`src/hw/local_mem_pkg.sv`:
```
// ====================
// Local memory subsystem definitions
// Sizes, counter types and the request and response payloads that
// travel between the ports, arbiter, burst mapper, pipes and memory
// ====================

package local_mem_pkg;

    localparam int ADDR_W                = 10;
    localparam int DATA_W                = 32;
    // Port side bursts reach 16 beats, the memory side only 4
    localparam int AFU_BURST_W           = 5;
    localparam int FIU_MAX_BURST         = 4;
    localparam int NUM_PORTS             = 2;
    localparam int PORT_W                = 1;
    localparam int PORT_REQ_CREDITS      = 4;
    localparam int MEM_REQ_CREDITS       = 4;
    localparam int NUM_TIMING_REG_STAGES = 2;
    // Input buffer depth of the burst mapper, also the arbiter's credit pool
    localparam int MAP_IN_DEPTH          = 2;

    typedef logic [ADDR_W-1:0]      addr_t;
    typedef logic [AFU_BURST_W-1:0] burst_t;
    typedef logic [PORT_W-1:0]      port_t;

    // Pointer and occupancy types for the three request queues
    typedef logic [$clog2(PORT_REQ_CREDITS)-1:0]   port_ptr_t;
    typedef logic [$clog2(PORT_REQ_CREDITS+1)-1:0] port_cnt_t;
    typedef logic [$clog2(MAP_IN_DEPTH)-1:0]       map_ptr_t;
    typedef logic [$clog2(MAP_IN_DEPTH+1)-1:0]     map_cnt_t;
    typedef logic [$clog2(MEM_REQ_CREDITS)-1:0]    mem_ptr_t;
    typedef logic [$clog2(MEM_REQ_CREDITS+1)-1:0]  mem_cnt_t;

    typedef enum logic {
        CMD_READ,
        CMD_WRITE
    } mem_cmd_e;

    // One request; port is the tag stamped by the arbiter
    typedef struct packed {
        mem_cmd_e            cmd;
        addr_t               addr;
        burst_t              burst;
        logic [DATA_W-1:0]   wdata;
        port_t               port;
    } mem_req_t;

    // One read beat
    typedef struct packed {
        logic [DATA_W-1:0]   rdata;
        port_t               port;
    } mem_rsp_t;

endpackage

```
`src/hw/burst_mapper.sv`:
```
// ====================
// Burst mapper
// Cuts port-side read bursts into chunks of at most FIU_MAX_BURST beats
// Writes go through untouched
// ====================

module burst_mapper
(
    input  logic                    clk,
    input  logic                    rst_n,
    input  logic                    in_valid,
    input  local_mem_pkg::mem_req_t in_req,
    output logic                    in_credit,
    output logic                    out_valid,
    output local_mem_pkg::mem_req_t out_req,
    input  logic                    out_credit
);

    local_mem_pkg::mem_req_t  buf_q [local_mem_pkg::MAP_IN_DEPTH];
    local_mem_pkg::map_ptr_t  wr_ptr_q;
    local_mem_pkg::map_ptr_t  rd_ptr_q;
    local_mem_pkg::map_cnt_t  cnt_q;
    local_mem_pkg::mem_cnt_t  credit_q;
    local_mem_pkg::burst_t    rem_q;
    local_mem_pkg::addr_t     addr_q;
    logic                     active_q;

    local_mem_pkg::mem_req_t  head;
    local_mem_pkg::addr_t     cur_addr;
    local_mem_pkg::burst_t    cur_rem;
    local_mem_pkg::burst_t    chunk;
    logic                     last_chunk;
    logic                     send;

    assign head = buf_q[rd_ptr_q];

    // Once the first chunk is out, the running address and beat count take over
    assign cur_addr = active_q ? addr_q : head.addr;
    assign cur_rem  = active_q ? rem_q : head.burst;

    always_comb
    begin
        if (head.cmd == local_mem_pkg::CMD_READ &&
            cur_rem > local_mem_pkg::burst_t'(local_mem_pkg::FIU_MAX_BURST))
        begin
            chunk      = local_mem_pkg::burst_t'(local_mem_pkg::FIU_MAX_BURST);
            last_chunk = 1'b0;
        end
        else
        begin
            chunk      = cur_rem;
            last_chunk = 1'b1;
        end
    end

    // One chunk per cycle while the memory side still has credits
    assign send      = (cnt_q != '0) && (credit_q != '0);
    assign out_valid = send;
    assign in_credit = send && last_chunk;

    always_comb
    begin
        out_req       = head;
        out_req.addr  = cur_addr;
        out_req.burst = chunk;
    end

    always_ff @(posedge clk)
    begin
        if (in_valid)
        begin
            buf_q[wr_ptr_q] <= in_req;
        end
    end

    always_ff @(posedge clk or negedge rst_n)
    begin
        if (!rst_n)
        begin
            wr_ptr_q <= '0;
            rd_ptr_q <= '0;
            cnt_q    <= '0;
            credit_q <= local_mem_pkg::mem_cnt_t'(local_mem_pkg::MEM_REQ_CREDITS);
            active_q <= 1'b0;
            rem_q    <= '0;
            addr_q   <= '0;
        end
        else
        begin
            if (in_valid)
            begin
                wr_ptr_q <= wr_ptr_q + 1'b1;
            end
            case ({in_valid, in_credit})
                2'b10:   cnt_q <= cnt_q + 1'b1;
                2'b01:   cnt_q <= cnt_q - 1'b1;
                default: cnt_q <= cnt_q;
            endcase
            case ({out_credit, send})
                2'b10:   credit_q <= credit_q + 1'b1;
                2'b01:   credit_q <= credit_q - 1'b1;
                default: credit_q <= credit_q;
            endcase
            if (send)
            begin
                // Entry leaves the buffer with its final chunk
                if (last_chunk)
                begin
                    rd_ptr_q <= rd_ptr_q + 1'b1;
                    active_q <= 1'b0;
                end
                else
                begin
                    active_q <= 1'b1;
                    rem_q    <= cur_rem - chunk;
                    addr_q   <= cur_addr + local_mem_pkg::addr_t'(chunk);
                end
            end
        end
    end

endmodule

```
`config.mk`:
```
export PLATFORM = sky130hd
export DESIGN_NAME = burst_mapper
export DESIGN_NICKNAME = d
export VERILOG_FILES = /design/src/hw/local_mem_pkg.sv /design/src/hw/burst_mapper.sv
export SDC_FILE = /design/constraint.sdc
export NUM_CORES = 1
export LEC_CHECK = 0
export ABC_AREA = 1
export BUFFER_PORTS_ARGS = -buffer_cell sky130_fd_sc_hd__buf_2
export CAP_MARGIN = 20
export CORE_MARGIN = 2
export CORE_UTILIZATION = 45
export DETAILED_ROUTE_END_ITERATION = 7
export HOLD_SLACK_MARGIN = 0.03
export PLACE_DENSITY = 0.67
export REMOVE_ABC_BUFFERS = 1
export SLEW_MARGIN = 30
export SYNTH_ARGS = -nofsm -noshare
export SYNTH_HDL_FRONTEND = slang
export SYNTH_SLANG_ARGS = --single-unit
```
`constraint.sdc`:
```
create_clock -name clk -period 6.63 [get_ports clk]
set_input_delay 0.9945 -clock clk [delete_from_list [all_inputs] [get_ports clk]]
set_output_delay 0.9945 -clock clk [all_outputs]
set_load 0.05 [all_outputs]
```
==> results.toml <==
[floorplan]
rows = 38
coreArea_um2 = 11000
die_y_um = 111
initial_core_util_pct = 46.6
dieArea_um2 = 12200
die_w_um = 111
io_pins = 104

[worst_setup_path]
cp.arrival_ns = 3.01
end_kind = "output port"
start_kind = "flop"
critical_path_class = "flop to output port"
required_ns = 5.64
r2r_end = "addr_q[8]$_DFFE_PN0P_"
worst_r2r_path_depth = 17
reg2reg_slack_ns = 2.80
path_max_fanout = 51
reg2reg_from = "rd_ptr_q$_DFFE_PN0P_"

[timing]
rsz0062_at_grt = "false"
max_freq_mhz = 250
slew_viol_final = 0
layout_min_cycle_time_ns = 4.00
period_share_pct = 60.4
tightest_slew_ns = 0.860
slew_headroom_pct = 42.6
worst_hold_slack_ns = 0.479
fin_tns_setup_ns = 0
skew_ns = 0.00476
setup_viol = 0
final_hold_viol_count = 0

[clocking]
cts_root_buffer = "clkbuf_16"
cts_repair_resize_count = 0
cts_tree = "done"
cts_hold_buf = 0
cts_made_buffers = 17
ctsHtreeMaxLevel = 4
cts_setup_buffers = 0
clk_pin_slew_ns = 0.05
ctsLongestPathBuffers = 2
clk_latency_ns = 0.42
cts.sinks = 121

[yosys]
ys_warn_count = 0
syn-instance-count = 448
ys_ff_latch = 121
yosysUniqueCellTypes = 32
syn_area_per_cell_um2 = 11.4
netlist_area_um2 = 5110
synth_seq_area_share_pct = 68.8

[place]
io_buffers = 103
dp_hpwl_um = 6720
place_congestion = 0.850

[drt]
first_pass_iters = 5
ant_nets = 0
viasPerCell = 4.90
wl_um = 10700
via_count = 3468
route.detailed.drc = 0
routedWlPerCell_um = 15.1
drtIter0Drc = 216

[global_route]
antenna_found_initial = 0
grt_pass1_wl_um = 17500
grt_max_degree = 52
grtUsageTotal_pct = 18.2
grt_overflow = 0
grt_pass1_vias = 3451

[min_path]
hold_start = "credit_q[0]$_DFFE_PN0P_"
hold_path_class = "flop to flop"
holdPathStages = 1
hold_path_end = "credit_q[0]$_DFFE_PN0P_"

[finish]
layout_common_cells = "nand2_1 (166), buf_2 (103), edfxtp_1 (98)"
synthToLayoutAreaGrowth_pct = 24.1
final_common_cell = "nand2_1"
antenna_cells = 0
nNetsFinal = 619
drive_gt1_share_pct = 28.2

[flow_run]
max_cap_violations = 0

[outcome]
status = "complete, no violations"
-- layer usage --
| metal | part of all wire (%) | vias up | global-route usage (%) |
|---|---|---|---|
| li1 | - | 1703 | - |
| met1 | 44 | 1610 | 24.4 |
| met2 | 47 | 135 | 27.5 |
| met3 | 7.9 | 20 | 7.30 |
| met4 | 1.3 | 0 | 5.50 |
| met5 | 0 | - | 0 |
-- final cells by class --
type | instances | area (um2)
flip-flops and latches | 121 | 3520
clock inverters | 14 | 193
inverters | 34 | 135
well taps | 140 | 175
repair buffers | 104 | 523
clock buffers | 17 | 425
fillers | 901 | 4640
multi-input cells | 278 | 1370
-- metrics by stage --
stage,util (%),setup slack (ns),cell area (um2),std cells
detailed placement,52.1,2.45,5730,677
global placement,52.1,2.65,5720,677
CTS,57.8,2.22,6340,708
global route,57.8,2.35,6350,708
finish,57.8,2.63,6350,708
floorplan,-,2.11,5020,433
-- worst max path at each step --
stage / start / to / slack [ns] / depth (start not counted)
final: rd_ptr_q$_DFFE_PN0P_ / in_credit / 2.63 / 9
after global routing: rd_ptr_q$_DFFE_PN0P_ / in_credit / 2.35 / 9
after CTS: rd_ptr_q$_DFFE_PN0P_ / in_credit / 2.22 / 9
after detailed placement: rd_ptr_q$_DFFE_PN0P_ / addr_q[8]$_DFFE_PN0P_ / 2.45 / 17
after global placement: rd_ptr_q$_DFFE_PN0P_ / addr_q[8]$_DFFE_PN0P_ / 2.65 / 17
after floorplan: rd_ptr_q$_DFFE_PN0P_ / addr_q[8]$_DFFE_PN0P_ / 2.11 / 17
-- kinds of logic (layout without fill, tap and decap cells) --
group / Yosys count / in the layout / share of synthesized area [%]
adder cells (fa/ha/maj): 10 / 10 / 2.74
buffers and inverters: 49 / 169 / 4.53
AO/OA/AOI/OAI: 46 / 46 / 5.65
flip-flops: 121 / 121 / 68.8
XOR/XNOR: 10 / 10 / 1.71
AND/OR/NAND/NOR: 211 / 211 / 16.5
other: 1 / 1 / 0.0733
-- state kept, by name (all words and copies together) (netlist names) --
register / count
rd_ptr_q: 1
rem_q: 5
credit_q: 3
wr_ptr_q: 1
addr_q: 10
buf_q: 98
cnt_q: 2
active_q: 1
-- worst max-delay path, stage by stage (launching register included) --
cell	delay, ns
dfrtp_4	0.80
inv_2	0.51
nand2_1	0.18
nand3_1	0.10
nand2_1	0.13
nand2_1	0.06
inv_1	0.12
a21oi_4	0.09
nor2_1	0.24
buf_2	0.32
-- synthesized netlist by cell type, drive strengths merged --
| master | instances | area share, % |
|---|---|---|
| dfrtp | 22 | 11 |
| clkbuf | 8 | 0.59 |
| xnor2 | 3 | 0.51 |
| dfstp | 1 | 0.51 |
| nand3 | 13 | 1.3 |
| buf | 7 | 1.3 |
| a32oi | 1 | 0.17 |
| o211ai | 2 | 0.29 |
| ha | 8 | 2.0 |
| inv | 34 | 2.6 |
| a21oi | 19 | 2.1 |
| conb | 1 | 0.073 |
| o22ai | 2 | 0.24 |
| fa | 2 | 0.78 |
| a21o | 1 | 0.15 |
| nor2 | 22 | 1.8 |
| xor2 | 7 | 1.2 |
| or2 | 6 | 0.78 |
| nand2 | 170 | 13 |
| edfxtp | 98 | 58 |
| o21ai | 21 | 2.7 |
Power is left out: the tool's default activity adds up to more than one toggle a clock period on the data nets, which glitch-free logic cannot reach.
